===== src/source/upscaler_pkg.sv =====
`default_nettype none

package upscaler_pkg;

	// colour component width and scaler fraction bits
	localparam int COMPONENT_DEPTH = 8;
	localparam int SCALE_PRECISION = 6;

	typedef struct packed {
		logic [COMPONENT_DEPTH-1:0] red;
		logic [COMPONENT_DEPTH-1:0] green;
		logic [COMPONENT_DEPTH-1:0] blue;
	} pixel_t;

	// lock progress of a timing meter
	typedef enum logic [1:0] {
		SEEK        = 2'd0,
		FIRST_FRAME = 2'd1,
		LOCKED      = 2'd2
	} meter_state_e;

	// source positions advanced per destination pixel, in fixed point
	function automatic int unsigned scale_factor(input int unsigned src_size,
	                                             input int unsigned dst_size);
		int unsigned step;
		if (dst_size == 0) begin
			step = 0;
		end else begin
			step = (src_size << SCALE_PRECISION) / dst_size;
		end
		return step;
	endfunction

endpackage

`default_nettype wire


===== src/source/line_buffer_if.sv =====
`default_nettype none

interface line_buffer_if #(
	parameter int LINE_BUFFER_SIZE = 64,
	parameter int LINE_BUFFER_COUNT = 16
) ();
	localparam int COL_W = $clog2(LINE_BUFFER_SIZE);
	localparam int LINE_W = $clog2(LINE_BUFFER_COUNT);

	// write side, fed by the input raster
	logic wr_en;
	logic [LINE_W-1:0] wr_line;
	logic [COL_W-1:0] wr_col;
	upscaler_pkg::pixel_t wr_pixel;

	// read side, addressed by the scaler
	logic rd_en;
	logic [LINE_W-1:0] rd_line;
	logic [COL_W-1:0] rd_col;
	upscaler_pkg::pixel_t rd_pixel;

	// ring line holding the first line of the newest input frame
	logic [LINE_W-1:0] sof_line;

	modport writer (output wr_en, wr_line, wr_col, wr_pixel, sof_line);
	modport reader (output rd_en, rd_line, rd_col, input rd_pixel, sof_line);
	modport ram (input wr_en, wr_line, wr_col, wr_pixel, rd_en, rd_line, rd_col,
		output rd_pixel);
endinterface

`default_nettype wire


===== src/source/line_writer.sv =====
`default_nettype none

module line_writer #(
	parameter int LINE_BUFFER_SIZE = 64,
	parameter int LINE_BUFFER_COUNT = 16
) (
	input  logic                 i_ClkB,
	input  logic                 i_rst,
	input  logic                 i_pix_en,
	input  logic                 i_hsync,
	input  logic                 i_vsync,
	input  logic                 i_hblank,
	input  logic                 i_vblank,
	input  upscaler_pkg::pixel_t i_pixel,
	line_buffer_if.writer        lb
);
	localparam int COL_W = $clog2(LINE_BUFFER_SIZE);
	localparam int LINE_W = $clog2(LINE_BUFFER_COUNT);

	logic hsync_q;
	logic vsync_q;
	logic [COL_W-1:0] col_q;
	logic [LINE_W-1:0] line_q;
	logic written_q;
	logic framed_q;
	logic line_start;
	logic frame_start;
	logic accept;
	logic [COL_W-1:0] cur_col;
	logic [LINE_W-1:0] next_line;
	logic [LINE_W-1:0] cur_line;

	assign line_start = i_pix_en && !i_hsync && hsync_q;
	assign frame_start = i_pix_en && !i_vsync && vsync_q;

	// nothing is stored until the first frame start marks a ring line
	assign accept = i_pix_en && !i_hblank && !i_vblank && framed_q;

	assign next_line = (line_q == LINE_W'(LINE_BUFFER_COUNT - 1)) ? '0 : line_q + 1'b1;
	// blank lines do not take a slot in the ring
	assign cur_line = (line_start && written_q) ? next_line : line_q;
	assign cur_col = line_start ? '0 : col_q;

	// write goes out in the cycle the pixel is accepted
	assign lb.wr_en = accept;
	assign lb.wr_line = cur_line;
	assign lb.wr_col = cur_col;
	assign lb.wr_pixel = i_pixel;

	always_ff @(posedge i_ClkB) begin
		if (i_rst) begin
			hsync_q <= 1'b1;
			vsync_q <= 1'b1;
			col_q <= '0;
			line_q <= '0;
			written_q <= 1'b0;
			framed_q <= 1'b0;
			lb.sof_line <= '0;
		end else begin
			if (i_pix_en) begin
				hsync_q <= i_hsync;
				vsync_q <= i_vsync;
			end
			line_q <= cur_line;
			// overlong lines wrap around the buffer
			if (accept) begin
				col_q <= (cur_col == COL_W'(LINE_BUFFER_SIZE - 1)) ? '0 : cur_col + 1'b1;
			end else begin
				col_q <= cur_col;
			end
			if (line_start) begin
				written_q <= accept;
			end else if (accept) begin
				written_q <= 1'b1;
			end
			if (frame_start) begin
				framed_q <= 1'b1;
				lb.sof_line <= cur_line;
			end
		end
	end

endmodule

`default_nettype wire


===== src/flat_wrapper.sv =====
// flat-port wrapper written by rule: the top's interface ports become plain ports
module line_writer_flat 
#(
	parameter int LINE_BUFFER_SIZE = 64,
	parameter int LINE_BUFFER_COUNT = 16
)
  (i_ClkB, i_rst, i_pix_en, i_hsync, i_vsync, i_hblank, i_vblank, i_pixel, lb_wr_en, lb_wr_line, lb_wr_col, lb_wr_pixel, lb_sof_line);
  line_buffer_if #(.LINE_BUFFER_SIZE(LINE_BUFFER_SIZE), .LINE_BUFFER_COUNT(LINE_BUFFER_COUNT)) lb_i ();
  input  logic i_ClkB;
  input  logic i_rst;
  input  logic i_pix_en;
  input  logic i_hsync;
  input  logic i_vsync;
  input  logic i_hblank;
  input  logic i_vblank;
  input  upscaler_pkg::pixel_t i_pixel;
  output wire logic [$bits(lb_i.wr_en)-1:0] lb_wr_en;
  output wire logic [$bits(lb_i.wr_line)-1:0] lb_wr_line;
  output wire logic [$bits(lb_i.wr_col)-1:0] lb_wr_col;
  output wire logic [$bits(lb_i.wr_pixel)-1:0] lb_wr_pixel;
  output wire logic [$bits(lb_i.sof_line)-1:0] lb_sof_line;
  assign lb_wr_en = lb_i.wr_en;
  assign lb_wr_line = lb_i.wr_line;
  assign lb_wr_col = lb_i.wr_col;
  assign lb_wr_pixel = lb_i.wr_pixel;
  assign lb_sof_line = lb_i.sof_line;
  line_writer #(.LINE_BUFFER_SIZE(LINE_BUFFER_SIZE), .LINE_BUFFER_COUNT(LINE_BUFFER_COUNT)) u_core (.i_ClkB(i_ClkB), .i_rst(i_rst), .i_pix_en(i_pix_en), .i_hsync(i_hsync), .i_vsync(i_vsync), .i_hblank(i_hblank), .i_vblank(i_vblank), .i_pixel(i_pixel), .lb(lb_i));
endmodule

===== config.mk =====
export PLATFORM = sky130hd
export DESIGN_NAME = line_writer_flat
export DESIGN_NICKNAME = d
export VERILOG_FILES = /design/src/source/upscaler_pkg.sv /design/src/source/line_buffer_if.sv /design/src/source/line_writer.sv /design/src/flat_wrapper.sv
export SDC_FILE = /design/constraint.sdc
export NUM_CORES = 1
export LEC_CHECK = 0
export BUFFER_PORTS_ARGS = -buffer_cell sky130_fd_sc_hd__buf_2
export CORE_MARGIN = 8
export CORE_UTILIZATION = 40
export CTS_CLUSTER_DIAMETER = 50
export DETAILED_ROUTE_END_ITERATION = 6
export PLACE_DENSITY = 0.78
export REMOVE_ABC_BUFFERS = 1
export SLEW_MARGIN = 40
export SYNTH_ARGS = -nofsm -noshare
export SYNTH_HDL_FRONTEND = slang
export SYNTH_SLANG_ARGS = --single-unit

===== constraint.sdc =====
create_clock -name i_ClkB -period 2.39 [get_ports i_ClkB]
set_clock_uncertainty 0.2 [all_clocks]
set_input_delay 0.1195 -clock i_ClkB [delete_from_list [all_inputs] [get_ports i_ClkB]]
set_output_delay 0.1195 -clock i_ClkB [all_outputs]
set_load 0.02 [all_outputs]

Word-level counts from Yosys, hierarchy flattened
Index checks and enable logic that the tools add are counted.
- flip-flop bits (word level): 18
- bits of input ports: 31
- output and inout bits: 39
- word-level logic and storage cells: 31
- add/subtract/negate cells: 2
- equal/unequal tests: 2
- mux-type cells: 7
- reduce and logical (&&, ||, !) cells: 13
- operators by type and width (cell ; number):
    6-bit 2-to-1 mux ; 3
    1-bit logical AND ; 8
    4-bit 2-to-1 mux ; 2
    6-bit by 1-bit adder with 6-bit output (second input constant) ; 1
    6-bit equality test (second input constant) ; 1
    4-bit by 1-bit adder with 4-bit output (second input constant) ; 1
    4-bit equality test (second input constant) ; 1
    1-bit logical NOT ; 4
    1-bit 2-to-1 mux ; 2
    2-bit nonzero test ; 1

Logic depth before layout (Yosys ltp)
- depth after elaboration: 7
- mapped depth: 7
- gate-level depth less buffers: 6

Worst setup path before layout
OpenSTA, ideal clock, no wires.
- path type: reg-to-reg
- from: register u_core.hsync_q
- to: register u_core.col_q[3]
- setup time: 0.073 ns
- arrival time: 1.562 ns
- data required time: 2.117 ns
- setup slack: 0.555 ns
- cell stages (with the launch flop): 7
- buffers on the path: 0
- period minus slack after synthesis: 1.835 ns
- cell sequence: dfxtp_1 nand3b_1 and2_1 ha_1 and3_1 a41o_1 nor3_2
- cells in the longest elaborated chain, start to end: 5
- elaborated cells between the ends (all ways): 6
- classes of those cells: add/sub (1); eq/ne (1); mux (3); reduce/logical (1)
- ends and longest elaborated chain (element ; line ; RTL):
    from (decl) ; line_writer.sv:20 ; logic hsync_q;
    from (signal assigned) ; line_writer.sv:61 ; hsync_q <= i_hsync;
    1-bit logical AND * ; line_writer.sv:33 ; assign line_start = i_pix_en && !i_hsync && hsync_q;
    6-bit 2-to-1 mux * ; line_writer.sv:42 ; assign cur_col = line_start ? '0 : col_q;
    named net lb_wr_col[1] ; flat_wrapper.sv:19 ; output wire logic [$bits(lb_i.wr_col)-1:0] lb_wr_col;
    6-bit by 1-bit adder with 6-bit output / 6-bit equality test (equally long branches) ; line_writer.sv:67 ; col_q <= (cur_col == COL_W'(LINE_BUFFER_SIZE - 1)) ? '0 : cur_col + 1'b1;
    6-bit 2-to-1 mux * ; line_writer.sv:67 ;
    6-bit 2-to-1 mux * ; line_writer.sv:66 ; if (accept) begin
    to (signal assigned) ; line_writer.sv:67 ;
    to (signal assigned) ; line_writer.sv:69 ; col_q <= cur_col;
    to (decl) ; line_writer.sv:22 ; logic [COL_W-1:0] col_q;
The timed path passes the listed nets; every way through them passes the cells marked *.
A chain may end at the register's enable or synchronous reset.

Worst setup path in the final report
- from: input port i_hsync
- to: output port lb_wr_line[3]
- cells in the longest elaborated chain, start to end: 5
- ends and longest elaborated chain (element ; line ; RTL):
    from (decl) ; flat_wrapper.sv:12 ; input logic i_hsync;
    1-bit logical NOT ; line_writer.sv:33 ;
    1-bit logical AND (2 in series) ; line_writer.sv:33 ;
    1-bit logical AND ; line_writer.sv:41 ; assign cur_line = (line_start && written_q) ? next_line : line_q;
    4-bit 2-to-1 mux ; line_writer.sv:41 ;
    to (decl) ; flat_wrapper.sv:18 ; output wire logic [$bits(lb_i.wr_line)-1:0] lb_wr_line;
No other way between the ends.

==> impl_results.md <==
- Run status: complete, no violations
- Count of state elements after synthesis: 18
- Fin crit period: 2.270 ns
- Area Overhead vs Synth: 2.602%
- All-Layer GR Usage: 11.78%
- Min-delay worst type: in2out
- Die ar.: 4388 um^2
- CTS tree: yes
- Critical path endpoint category: output pin
- Post-Syn Instances: 114
- Commonest non-fill, non-tap cell in the layout: buf_2
- IO Pins: 70
- Ant diodes: 0
- Clk Latency, worst-skew pair: 0.29 ns
- Vias: 764
- Post-synth EDFFs: 0
- CTS Sinks: 18
- DRT antenna net count: 0
- Synthesized area per cell: 8.857 um^2
- CTS Buffer Depth: 2
- Max-cap violations: 0
- Maximum fanout along the worst path: 5
- Critical path required time: 2.07 ns
- Worst slew pin tran: 0.5046 ns
- Die Ht: 66.24 um
- First-pass GRT wire length: 3.933 mm
- Netlist cell types: 29
- Met1 Use GR: 13.63%
- Crit path DAT: 1.95 ns
- Share of cells above drive strength 1: 24.79%
- Via/cell ratio: 5.197
- Post-DP HPWL: 1.974 mm
- Starting Density: 41.51%
- WHS Endpoint: lb_wr_pixel[0]
- DR iter-0 viols: 68
- Initial antenna violation count: 0
- Most frequent cells in the layout: buf_2, dfxtp_1, nor2_1
- Sequential share of the synthesized area: 35.69%
- Primary FF master, synth: dfxtp_1
- First-pass DRT Iterations: 4
- Vias in the first global route: 812
- Leak pwr: 0.4837 nW
- Port Buffers: 21
- Worst Hold Depth: 0
- Nets: 151
- Hold_sp: i_pixel[0]
- CTS Buf Count: 3
- DRC Markers: 0
- Synthesized area: 1010 um^2
- Largest net degree at the start of global routing: 17
- Slew Limit Fails: 0
- Setup Fix Bufs, Post-CTS: 0
- M3 GR Usage: 11.19%
- Final hold viol count: 0
- Reg-to-reg endpoint: u_core.col_q[3]
- Ys async rst share: 0%
- Maximum vdd drop: 0.4012 mV
- Placeable core area: 2432 um^2
- R2R setup slack: 0.43 ns
- WL per Instance: 17.50 um
- Final worst path period share: 94.98%
- Fillers: 256
- Critical Setup Path Class: in2out
- RSZ-0062 raised after global routing: no
- Relative slew slack: 66.24%
- H-Tree Depth: 1
- Setup tns final: 0 ns
- Grt ovf: 0
- FF-to-FF Start: u_core.hsync_q
- Placer congestion estimate: 0.7986
- Placement Rows: 18
- PwrDens: 519.5 nW/um^2
- Chip width: 66.24 um
- Clk root buf: clkbuf_4
- Fmax: 440.5 MHz
- DRT Wirelength: 2.572 mm
- Final setup violation count: 0
- Final Core Density: 42.59%
- GRT busiest layer: met2
- Crit start category: primary input
- Worst r2r path cells: 6
- Met2 Track Usage GR: 15.32%
- Synth Warn #: 0
## cells by family (layout without fill, tap and decap cells)
group	count (synthesis)	after routing	synth area share, %
XOR/XNOR	6	6	5.204
buffers and inverters	30	33	21.56
AND/OR/NAND/NOR	44	44	24.04
flip-flops	18	18	35.69
multiplexers	4	4	4.213
adder cells (fa/ha/maj)	2	2	2.478
AO/OA/AOI/OAI	10	10	6.816
## state kept, by name (all words and copies together), names as in the netlist
name                flops
u_core.col_q            6
u_core.framed_q         1
u_core.hsync_q          1
u_core.lb.sof_line      4
u_core.line_q           4
u_core.vsync_q          1
u_core.written_q        1
## layer usage
| metal | part of all wire, % | wire [um] |
|---|---|---|
| met1 | 43 | 1107 |
| met2 | 40 | 1024 |
| met3 | 16 | 424 |
| met4 | 0.62 | 16 |
| met5 | 0 | 0 |
## repair_timing
action | CTS | global route
resized for setup | 0 | 1
hold buffers | 5 | 0
hold endpoints to repair | 13 | 0
endpoints found under the setup margin | 0 | 1
## cell usage after synthesis, drive strengths merged, types with 2 or more instances
cell type,number,share of area (%)
and3,2,1.2
mux2i,2,2.0
nand4b,3,2.6
a211o,2,1.7
mux2,2,2.2
nor2b,2,1.2
inv,3,1.1
nor2,16,5.9
nor3,2,1.5
and2,6,3.7
a21oi,4,2.0
buf,26,20
ha,2,2.5
nand2,6,2.2
a211oi,2,1.5
and2b,2,1.5
xnor2,2,1.7
xor2,4,3.5
dfxtp,18,36
## worst max path at each step
stage / slack, ns / to / start / cells past startpoint
2_1_floorplan: 0.56 / u_core.col_q[3] / u_core.hsync_q / 6
3_3_place_gp: 0.57 / u_core.col_q[3] / u_core.hsync_q / 6
3_5_place_dp: 0.46 / u_core.col_q[3] / u_core.hsync_q / 6
4_1_cts: 0.11 / lb_wr_line[3] / i_hsync / 7
5_1_grt: 0.05 / lb_wr_line[3] / i_hsync / 7
6_report: 0.12 / lb_wr_line[3] / i_hsync / 7
## cell type report
type                    count  area (um^2)  area share (%)
inverters                   3        11.26           1.087
well taps                  30        37.54           3.623
repair buffers             26        155.1           14.98
multi-input cells          66        435.4           42.03
clock buffers               4        36.28           3.502
flip-flops and latches     18        360.3           34.78
## where the power goes
group	total, mW	internal (mW)	switching, mW
clock network	0.184	0.0928	0.0908
registers	0.310	0.306	0.00357
logic	0.0450	0.0209	0.0241
## critical path, stage by stage
cell	delay, ns
dlygate4sd3_1	0.53
buf_2	0.14
nand4b_1	0.29
or3b_1	0.44
a21oi_2	0.21
inv_1	0.06
buf_2	0.16
## stage by stage
step           setup WS [ns]  cells  hold WS (ns)  area [um^2]  power [mW]
2_1_floorplan         0.5551     87      -0.01143        803.3      0.3367
3_3_place_gp          0.5708    138       0.03944        945.9      0.3521
3_5_place_dp          0.4636    138       0.03944        945.9      0.3541
4_1_cts               0.1062    147       0.03944         1032      0.5478
5_1_grt              0.04538    147       0.03918         1036      0.5662
6_report              0.1200    147       0.03922         1036      0.5382
Power figures use the tool's default switching activity.
