$ cat src/source/upscaler_pkg.sv
`default_nettype none

package upscaler_pkg;

	// colour component width and scaler fraction bits
	localparam int COMPONENT_DEPTH = 8;
	localparam int SCALE_PRECISION = 6;

	typedef struct packed {
		logic [COMPONENT_DEPTH-1:0] red;
		logic [COMPONENT_DEPTH-1:0] green;
		logic [COMPONENT_DEPTH-1:0] blue;
	} pixel_t;

	// lock progress of a timing meter
	typedef enum logic [1:0] {
		SEEK        = 2'd0,
		FIRST_FRAME = 2'd1,
		LOCKED      = 2'd2
	} meter_state_e;

	// source positions advanced per destination pixel, in fixed point
	function automatic int unsigned scale_factor(input int unsigned src_size,
	                                             input int unsigned dst_size);
		int unsigned step;
		if (dst_size == 0) begin
			step = 0;
		end else begin
			step = (src_size << SCALE_PRECISION) / dst_size;
		end
		return step;
	endfunction

endpackage

`default_nettype wire

$ cat src/source/frame_timing_meter.sv
`default_nettype none

module frame_timing_meter #(
	parameter int COUNTER_DEPTH = 12
) (
	input  logic                     i_ClkB,
	input  logic                     i_rst,
	input  logic                     i_advance,
	input  logic                     i_hsync,
	input  logic                     i_vsync,
	input  logic                     i_hblank,
	input  logic                     i_vblank,
	output logic                     o_locked,
	output logic [COUNTER_DEPTH-1:0] o_width,
	output logic [COUNTER_DEPTH-1:0] o_height
);
	upscaler_pkg::meter_state_e state_q;
	logic hsync_q;
	logic vsync_q;
	logic [COUNTER_DEPTH-1:0] pix_count_q;
	logic [COUNTER_DEPTH-1:0] line_count_q;
	logic [COUNTER_DEPTH-1:0] last_width_q;
	logic line_active_q;
	logic line_start;
	logic frame_start;
	logic active_pixel;
	logic [COUNTER_DEPTH-1:0] width_now;
	logic [COUNTER_DEPTH-1:0] height_now;

	// syncs are active low, edges taken against the last advanced level
	assign line_start = i_advance && !i_hsync && hsync_q;
	assign frame_start = i_advance && !i_vsync && vsync_q;
	assign active_pixel = i_advance && !i_hblank && !i_vblank;

	// width of the latest line that carried pixels, blank lines are skipped
	assign width_now = (line_start && pix_count_q != '0) ? pix_count_q : last_width_q;
	// a line still open at a frame start counts if it had pixels
	assign height_now = line_count_q + COUNTER_DEPTH'(line_active_q);

	assign o_locked = (state_q == upscaler_pkg::LOCKED);

	always_ff @(posedge i_ClkB) begin
		if (i_rst) begin
			state_q <= upscaler_pkg::SEEK;
			hsync_q <= 1'b1;
			vsync_q <= 1'b1;
			pix_count_q <= '0;
			line_count_q <= '0;
			last_width_q <= '0;
			line_active_q <= 1'b0;
			o_width <= '0;
			o_height <= '0;
		end else begin
			if (i_advance) begin
				hsync_q <= i_hsync;
				vsync_q <= i_vsync;
			end

			if (line_start) begin
				pix_count_q <= COUNTER_DEPTH'(active_pixel);
				last_width_q <= width_now;
			end else if (active_pixel) begin
				pix_count_q <= pix_count_q + 1'b1;
			end

			if (frame_start) begin
				line_count_q <= '0;
			end else if (line_start) begin
				line_count_q <= height_now;
			end

			if (line_start || frame_start) begin
				line_active_q <= active_pixel;
			end else if (active_pixel) begin
				line_active_q <= 1'b1;
			end

			// sizes are captured once, on entering lock
			if (frame_start) begin
				case (state_q)
					upscaler_pkg::SEEK: state_q <= upscaler_pkg::FIRST_FRAME;
					upscaler_pkg::FIRST_FRAME: begin
						state_q <= upscaler_pkg::LOCKED;
						o_width <= width_now;
						o_height <= height_now;
					end
					default: state_q <= state_q;
				endcase
			end
		end
	end

endmodule

`default_nettype wire

$ cat config.mk
export PLATFORM = sky130hd
export DESIGN_NAME = frame_timing_meter
export DESIGN_NICKNAME = d
export VERILOG_FILES = /design/src/source/upscaler_pkg.sv /design/src/source/frame_timing_meter.sv
export SDC_FILE = /design/constraint.sdc
export NUM_CORES = 1
export LEC_CHECK = 0
export ABC_AREA = 1
export BUFFER_PORTS_ARGS = -buffer_cell sky130_fd_sc_hd__buf_2
export CAP_MARGIN = 20
export CORE_MARGIN = 2
export CORE_UTILIZATION = 30
export DETAILED_ROUTE_END_ITERATION = 10
export GPL_TIMING_DRIVEN = 0
export PLACE_DENSITY = 0.46
export SYNTH_ARGS = -nofsm -noshare
export SYNTH_HDL_FRONTEND = slang
export SYNTH_SLANG_ARGS = --single-unit
$ cat constraint.sdc
create_clock -name i_ClkB -period 1.64 [get_ports i_ClkB]
set_input_delay 0.41 -clock i_ClkB [delete_from_list [all_inputs] [get_ports i_ClkB]]
set_output_delay 0.41 -clock i_ClkB [all_outputs]
set_load 0.02 [all_outputs]
# Word-level counts from Yosys, hierarchy flattened

Cells that the tools add are included.

Bits in latches: 0
RAM bits: 0
ROM bits: 0
Bits of input ports: 7
Word-level logic and storage cells: 41
Register bits: 65
Memories: 0

Reductions and logical operators: 21
Bitwise logic cells: 0
Shifts and indexed selects: 0
Add/subtract/negate cells: 2
Magnitude comparators: 0
Equal/unequal tests: 2
Multiply operators: 0
Divide/modulo/power cells: 0
Mux-type cells: 6

Operators by type and width:

| cell                  | count |
|---|---|
| $add 12x1->12         | 1 |
| $add 12x1->12 const B | 1 |
| $mux 12               | 1 |
| $reduce_bool 12->1    | 1 |
| $logic_and 1x1->1     | 7 |
| $reduce_bool 2->1     | 3 |
| $logic_not 1->1       | 4 |
| $mux 1                | 4 |
| $pmux 2 s2            | 1 |
| $reduce_and 2->1      | 2 |
| $reduce_or 2->1       | 2 |
| $eq 2x1->1 const B    | 1 |
| $eq 2x2->1 const B    | 1 |
| $logic_not 2->1       | 1 |
| $logic_or 1x1->1      | 1 |

# Longest topological paths before layout

Gate-level depths: netlist (run 1).

Depth after elaboration: 5
Mapped depth: 11
Mapped depth without buffers: 10

# Worst setup path after synthesis (run 1)

OpenSTA, ideal clock, no wires.

Kind: register to register
Start: reg line_count_q[0]
End: reg line_count_q[6]
Path slack: 0.153 ns
Period minus slack after synthesis: 1.487 ns
Cell stages (with the launch flop): 10
Data arrival time: 1.378 ns
Path through: dfxtp_1 -> ha_1 -> ha_1 -> nand3_1 -> nor2_1 -> inv_1 -> o21ai_0 -> nand2_1 -> nand2_1 -> inv_1

Cells in the longest elaborated chain, start to end: 1

Ends and longest elaborated chain:

| element                | RTL line                 | RTL |
|---|---|---|
| from (decl)            | frame_timing_meter.sv:21 | `logic [COUNTER_DEPTH-1:0] line_count_q;` |
| from (signal assigned) | frame_timing_meter.sv:69 | `line_count_q <= height_now;` |
| $add 12x1->12          | frame_timing_meter.sv:38 | `assign height_now = line_count_q + COUNTER_DEPTH'(line_active_q);` |

Every way passes these cells.
A chain may end at the register's enable or synchronous reset.

# Worst setup path after layout (run 1)

Start: reg line_active_q
End: reg line_count_q[9]

Cells in the longest elaborated chain, start to end: 1

Ends and longest elaborated chain:

| element                | RTL line                 | RTL |
|---|---|---|
| from (decl)            | frame_timing_meter.sv:23 | `logic line_active_q;` |
| from (signal assigned) | frame_timing_meter.sv:73 | `line_active_q <= active_pixel;` |
| $add 12x1->12          | frame_timing_meter.sv:38 |  |

Every way passes these cells.

==> results of run 1 <==
sequential cells by signal, indices dropped and copies added (netlist names):
signal / flops
line_active_q: 1
o_height: 12
last_width_q: 12
hsync_q: 1
vsync_q: 1
o_width: 12
line_count_q: 12
pix_count_q: 12
state_q: 2
routing by layer:
| layer | GRT usage (%) | share of wire (%) | up-vias |
|---|---|---|---|
| met5 | 0 | 0 | - |
| met4 | 6.01 | 1.2 | 0 |
| met3 | 3.47 | 3.6 | 7 |
| met2 | 19.1 | 40 | 42 |
| met1 | 21.0 | 55 | 1130 |
| li1 | - | - | 1345 |
power groups by stage:
stage | clock network, uW | logic (uW) | registers, uW
4_1_cts | 1420 | 221 | 1630
3_3_place_gp | 0 | 218 | 1670
2_1_floorplan | 0 | 141 | 1680
5_1_grt | 1490 | 252 | 1640
6_report | 1380 | 217 | 1630
3_5_place_dp | 0 | 219 | 1670
per-stage QoR:
| stage | area (um2) | total power [uW] | hold WS (ns) | cells | setup TNS (ns) |
|---|---|---|---|---|---|
| finish | 3340 | 3230 | 0.364 | 555 | 0 |
| global route | 3340 | 3380 | 0.395 | 555 | 0 |
| CTS | 3300 | 3270 | 0.361 | 554 | 0 |
| detailed placement | 3100 | 1890 | 0.447 | 538 | -1.47 |
| global placement | 3100 | 1890 | 0.438 | 538 | -1.38 |
| floorplan | 2810 | 1820 | 0.437 | 397 | 0 |
worst max-delay path, stage by stage, from the launching register on:
cell	delay (ns)
dfxtp_2	0.34
ha_2	0.20
nand3_1	0.15
inv_1	0.14
nand2_1	0.10
o21ai_0	0.27
nand3_1	0.11
nand2_1	0.07
inv_1	0.03
cell type report:
type	count	share of cell area, %
clock buffer	11	4.23
multi-input combinational	261	37.4
tap	111	4.15
timing repair buffer	31	4.72
clock inverter	5	1.65
sequential	65	39.2
inverter	60	6.74
buffer	11	1.95
worst max-delay path by stage:
stage | from | endpoint | cells after the start
after floorplan | line_count_q[0] | line_count_q[6] | 9
after global placement | line_active_q | line_count_q[6] | 9
after detailed placement | line_active_q | line_count_q[6] | 9
after CTS | line_active_q | line_count_q[6] | 9
after global routing | pix_count_q[0] | o_width[7] | 11
final | line_active_q | line_count_q[9] | 8
Yosys cell counts, types with 4 or more instances:
library cell,instances
clkbuf_1,4
nor3_1,4
nor2_1,45
a21oi_1,33
nand4_1,5
inv_1,57
o21ai_0,20
nand2_1,92
dfxtp_1,65
nand3_1,42
ha_1,4
timing repair:
action	CTS	global route
hold endpoints to repair	0	0
pin swaps	0	1
resized for setup	4	11
setup endpoints to repair	14	25
buffers inserted	0	1
kinds of logic (layout without fill, tap and decap cells):
kind of cell / Yosys count / in the layout
buffers and inverters: 71 / 118
DFF: 65 / 65
AOI/OAI and AO/OA: 61 / 61
adders and majority gates: 4 / 4
and+or+nand+nor: 192 / 192
xor gates and xnor gates: 4 / 4
==> metrics.yaml, run 1 <==
status:
  outcome: "complete, no violations"
logic_synthesis:
  synth_area_leaders: "dfxtp_1 46%, nand2_1 12%, inv_1 7.6%, nand3_1 7.5%, nor2_1 6.0%"
  synth_compound_area_share_pct: 11.4
  ys_seq_elements: 65
  yosysUniqueCellTypes: 26
  ys.warnings.count: 0
  synth-simple-area-share_pct: 29.0
  synth.avg_cell_area_um2: 7.08
  synth_edf_count: 0
  synth_fp_nets: 408
  synth_top_flop_cell: "dfxtp_1"
  yosysTopAreaCell: "dfxtp_1"
  postSynthCellCount: 397
  synth.top_cell.area_share_pct: 46.3
  synth_xor_xnor_area_share_pct: 1.25
  muxShareOfSynthArea_pct: 0
  synth_area_mm2: 0.00281
  synth_top_family_by_area: "simple AND/OR/NAND/NOR gates"
  async_reset_ff_share_pct: 0
  ys_seq_area_share_pct: 46.3
  synth_fa_ha_area_share_pct: 1.78
timing:
  rsz0062_at_grt: "false"
  hold_violations: 0
  setup_viol: 0
  fin_crit_sh_pct: 91.9
  max_freq_mhz: 663
  clock_skew_ns: 0.0101
  worstMarginPinSlew_ns: 0.538
  maxSlewHeadroom_pct: 64.2
  period_needed_ns: 1.51
  fin_ws_ns: 0.133
  drv_slew: 0
setup_path:
  crit_type: "reg -> reg"
  end_kind: "flip-flop"
  r2r_end: "line_count_q[9]"
  worstPathRequired_ns: 1.89
  r2r_cells: 8
  r2r_start: "line_active_q"
  cp.arrival_ns: 1.75
  r2r_setup_slack_ns: 0.13
  start_kind: "flip-flop"
  cp_max_fo: 3
global_route:
  grt_pass1_vias: 2210
  overflow: 0
  grt_pass1_wl_um: 11000
  grt_usage_pct: 14.1
  grt_max_degree: 12
  antenna_found_initial: 0
route:
  finalWirelength_um: 6620
  vias: 2524
  vias_per_cell: 4.55
  drtAntennaViolNets: 0
  first_pass_iters: 4
  drt_iter0_drc: 83
  drc: 0
  wl_per_cell_um: 11.9
run:
  drv_cap: 0
power:
  power.internal_uw: 2420
  power.density_mw_per_mm2: 967
  ir_drop_mv: 0.299
  p_clk_share_pct: 42.8
  switching_share_pct: 25.3
  leakagePower_uw: 0.00152
  seqPwrFrac_pct: 50.5
  p_comb_share_pct: 6.7
  p_switching_uw: 817
die:
  start_util_pct: 30.7
  num_rows: 35
  core-area_mm2: 0.00915
  die_h_um: 101
  die_w_um: 101
  dieArea_mm2: 0.0102
  io_pins: 32
clock_network:
  insertion_delay_ns: 0.35
  cts_max_level: 3
  cts_buffers: 9
  clock-sinks: 65
  cts.path.max_buffers: 2
  clk_pin_slew_ns: 0.07
  cts_hold_buf: 0
  cts_tree: "yes"
  root_buffer: "clkbuf_8"
place:
  hpwl_um: 4840
  pre_cts_ws_ns: -0.239
  gp_congestion: 0.764
  port_buffers: 30
layout:
  seq_area_mm2: 0.00131
  fillers: 984
  layout_commonest_cell: "nand2_1"
  syn_to_final_growth_pct: 19.0
  diodes: 0
  drive_above_1_share_pct: 16.0
  nets: 450
  post-route-util_pct: 36.5
  final_cell_mix: "92 x nand2_1, 60 x dfxtp_1, 57 x inv_1, 44 x nor2_1, 41 x nand3_1"
  multi_input_area_mm2: 0.00125
worst_hold_path:
  hold_path_class: "in -> reg"
  min_to: "hsync_q"
  hold_path_depth: 5
  hp-start: "i_hsync"
Power figures use the tool's default switching activity.
==> inputs of run 2 (changes only) <==
CORE_ASPECT_RATIO = 1.2   (was unset)
==> run 2 against run 1 <==
Effect of this change:
- sequential share of layout area fell by 0.13 points
- clock skew barely moved
- maximum frequency rose by 1.2%
- die area barely moved
- power rose by 0.85%
- final cell count rose by 1.4%
- register-to-register slack improved by 0.02 ns
- critical path type unchanged
- largest cell class unchanged
==> metrics.yaml, run 2 (synthesis results as in run 1) <==
status:
  outcome: "complete, no violations"
setup_path:
  end_kind: "flip-flop"
  endpoint: "line_count_q[6]"
  start_kind: "flip-flop"
  worstPathRequired_ns: 1.89  # about the same
  r2r_start: "line_count_q[0]"
  r2r_end: "line_count_q[6]"
  cp_max_fo: 6  # +3
  r2r_cells: 9  # +1
  crit_type: "reg -> reg"
  cp.arrival_ns: 1.74  # about the same
  r2r_setup_slack_ns: 0.15  # +0.02 ns
  critPathLaunch: "line_count_q[0]"
global_route:
  overflow: 0  # unchanged
  grt_pass1_wl_um: 11200  # +1.7%
  antenna_found_initial: 0  # unchanged
  grt_usage_pct: 14.2  # +0.058 points
  grt_pass1_vias: 2479  # +12%
  grt_max_degree: 12  # unchanged
die:
  core-area_mm2: 0.00908  # -0.78%
  num_rows: 38  # +8.6%
  die_h_um: 110  # +9.2%
  dieArea_mm2: 0.0102  # about the same
  start_util_pct: 30.9  # +0.24 points
  die_w_um: 92.3  # -8.4%
  io_pins: 32  # unchanged
clock_network:
  insertion_delay_ns: 0.35  # about the same
  clk_pin_slew_ns: 0.07  # about the same
  cts_max_level: 3  # unchanged
  clock-sinks: 65  # unchanged
  postCtsSetupBuffers: 0  # unchanged
  cts.path.max_buffers: 2  # unchanged
  cts_buffers: 9  # unchanged
  cts_hold_buf: 0  # unchanged
  cts_tree: "yes"
  root_buffer: "clkbuf_8"
timing:
  max_freq_mhz: 672  # +1.2%
  clock_skew_ns: 0.0104  # +0.000353 ns
  setup_viol: 0  # unchanged
  rsz0062_at_grt: "false"
  hold_violations: 0  # unchanged
  setup_tns_ns: 0  # unchanged
  drv_slew: 0  # unchanged
  worstMarginPinSlew_ns: 0.507  # -0.0301 ns
  maxSlewHeadroom_pct: 66.2  # +2.0 points
  fin_crit_sh_pct: 90.8  # -1.1 points
  period_needed_ns: 1.49  # -0.0182 ns
route:
  first_pass_iters: 6  # +2
  wl_per_cell_um: 11.5  # -3.3%
  drc: 0  # unchanged
  drt_iter0_drc: 64  # -23%
  drtAntennaViolNets: 0  # unchanged
  finalWirelength_um: 6500  # -1.9%
  vias_per_cell: 4.48  # -1.5%
  vias: 2521  # -0.12%
power:
  power.density_mw_per_mm2: 977  # +1.0%
  ir_drop_mv: 0.402  # +35%
  leakagePower_uw: 0.00153  # +0.56%
layout:
  layout_commonest_cell: "nand2_1"
  syn_to_final_growth_pct: 18.8
  seq_area_mm2: 0.00130  # -0.48%
  final_cell_mix: "91 x nand2_1, 63 x dfxtp_1, 57 x inv_1, 44 x nor2_1, 41 x nand3_1"
  final_area_mm2: 0.00334  # -0.15%
  drive_above_1_share_pct: 14.7  # -1.3 points
  multi_input_area_mm2: 0.00123  # -1.3%
  diodes: 0  # unchanged
  fillers: 1004  # +2.0%
  nets: 449  # -0.22%
worst_hold_path:
  hold_path_class: "in -> reg"
run:
  drv_cap: 0  # unchanged
place:
  placed_area_mm2: 0.00311  # +0.36%
  gp_congestion: 0.790  # +3.4%
  hpwl_um: 4830  # -0.31%
  port_buffers: 30  # unchanged
run 2: worst min path at each step:
stage                       end   startpoint  cells after the start  slack, ns
CTS                     vsync_q      i_vsync                      5       0.38
detailed placement  o_height[4]  o_height[4]                      2       0.44
global placement    o_height[4]  o_height[4]                      2       0.43
floorplan               hsync_q      hsync_q                      2       0.44
finish                  vsync_q      i_vsync                      5       0.39
global route            hsync_q      i_hsync                      5       0.41
run 2: timing repair:
action                                  in CTS  in global routing
gates resized for setup                      2                  8
pin swaps                                    0                  1
endpoints found under the setup margin       6                 17
run 2: layout make-up:
class	instances	area share [%]
clock inverters	4	1.54
multi-input cells	261	37.0
plain buffers	11	2.06
inverters	60	6.75
clock buffers	12	4.65
repair buffers	30	4.50
well taps	120	4.50
flip-flops and latches	65	39.1
run 2: report_power, final:
part,switching (uW),internal [uW]
registers,23.0,1610
clock network,625,786
logic,149,67.8
total,796,2470
run 2: critical path: stages, from the launching register on:
cell	delay, ns
dfxtp_1	0.33
ha_1	0.17
ha_1	0.20
nand3_2	0.13
nor2_4	0.18
inv_1	0.07
o21ai_1	0.16
nand2_1	0.06
nand2_1	0.06
inv_1	0.04
run 2: layer usage:
metal / global-route usage (%) / share of wire (%) / wire length, um / up-vias
li1: - / - / - / 1347
met3: 2.72 / 3.7 / 241 / 12
met2: 25.8 / 49 / 3170 / 45
met4: 7.57 / 2.5 / 164 / 0
met1: 15.7 / 45 / 2920 / 1117
met5: 0 / 0 / 0 / -
run 2: stage by stage:
step           std cells  setup slack (ns)  utilization, %  hold WS, ns  power [uW]
2_1_floorplan        397             0.153               -        0.437        1820
3_3_place_gp         547           -0.0902            34.2        0.435        1890
3_5_place_dp         547           -0.0762            34.2        0.442        1890
4_1_cts              563            0.0168            36.6        0.377        3310
5_1_grt              563           0.00814            36.8        0.407        3420
6_report             563             0.151            36.8        0.390        3260
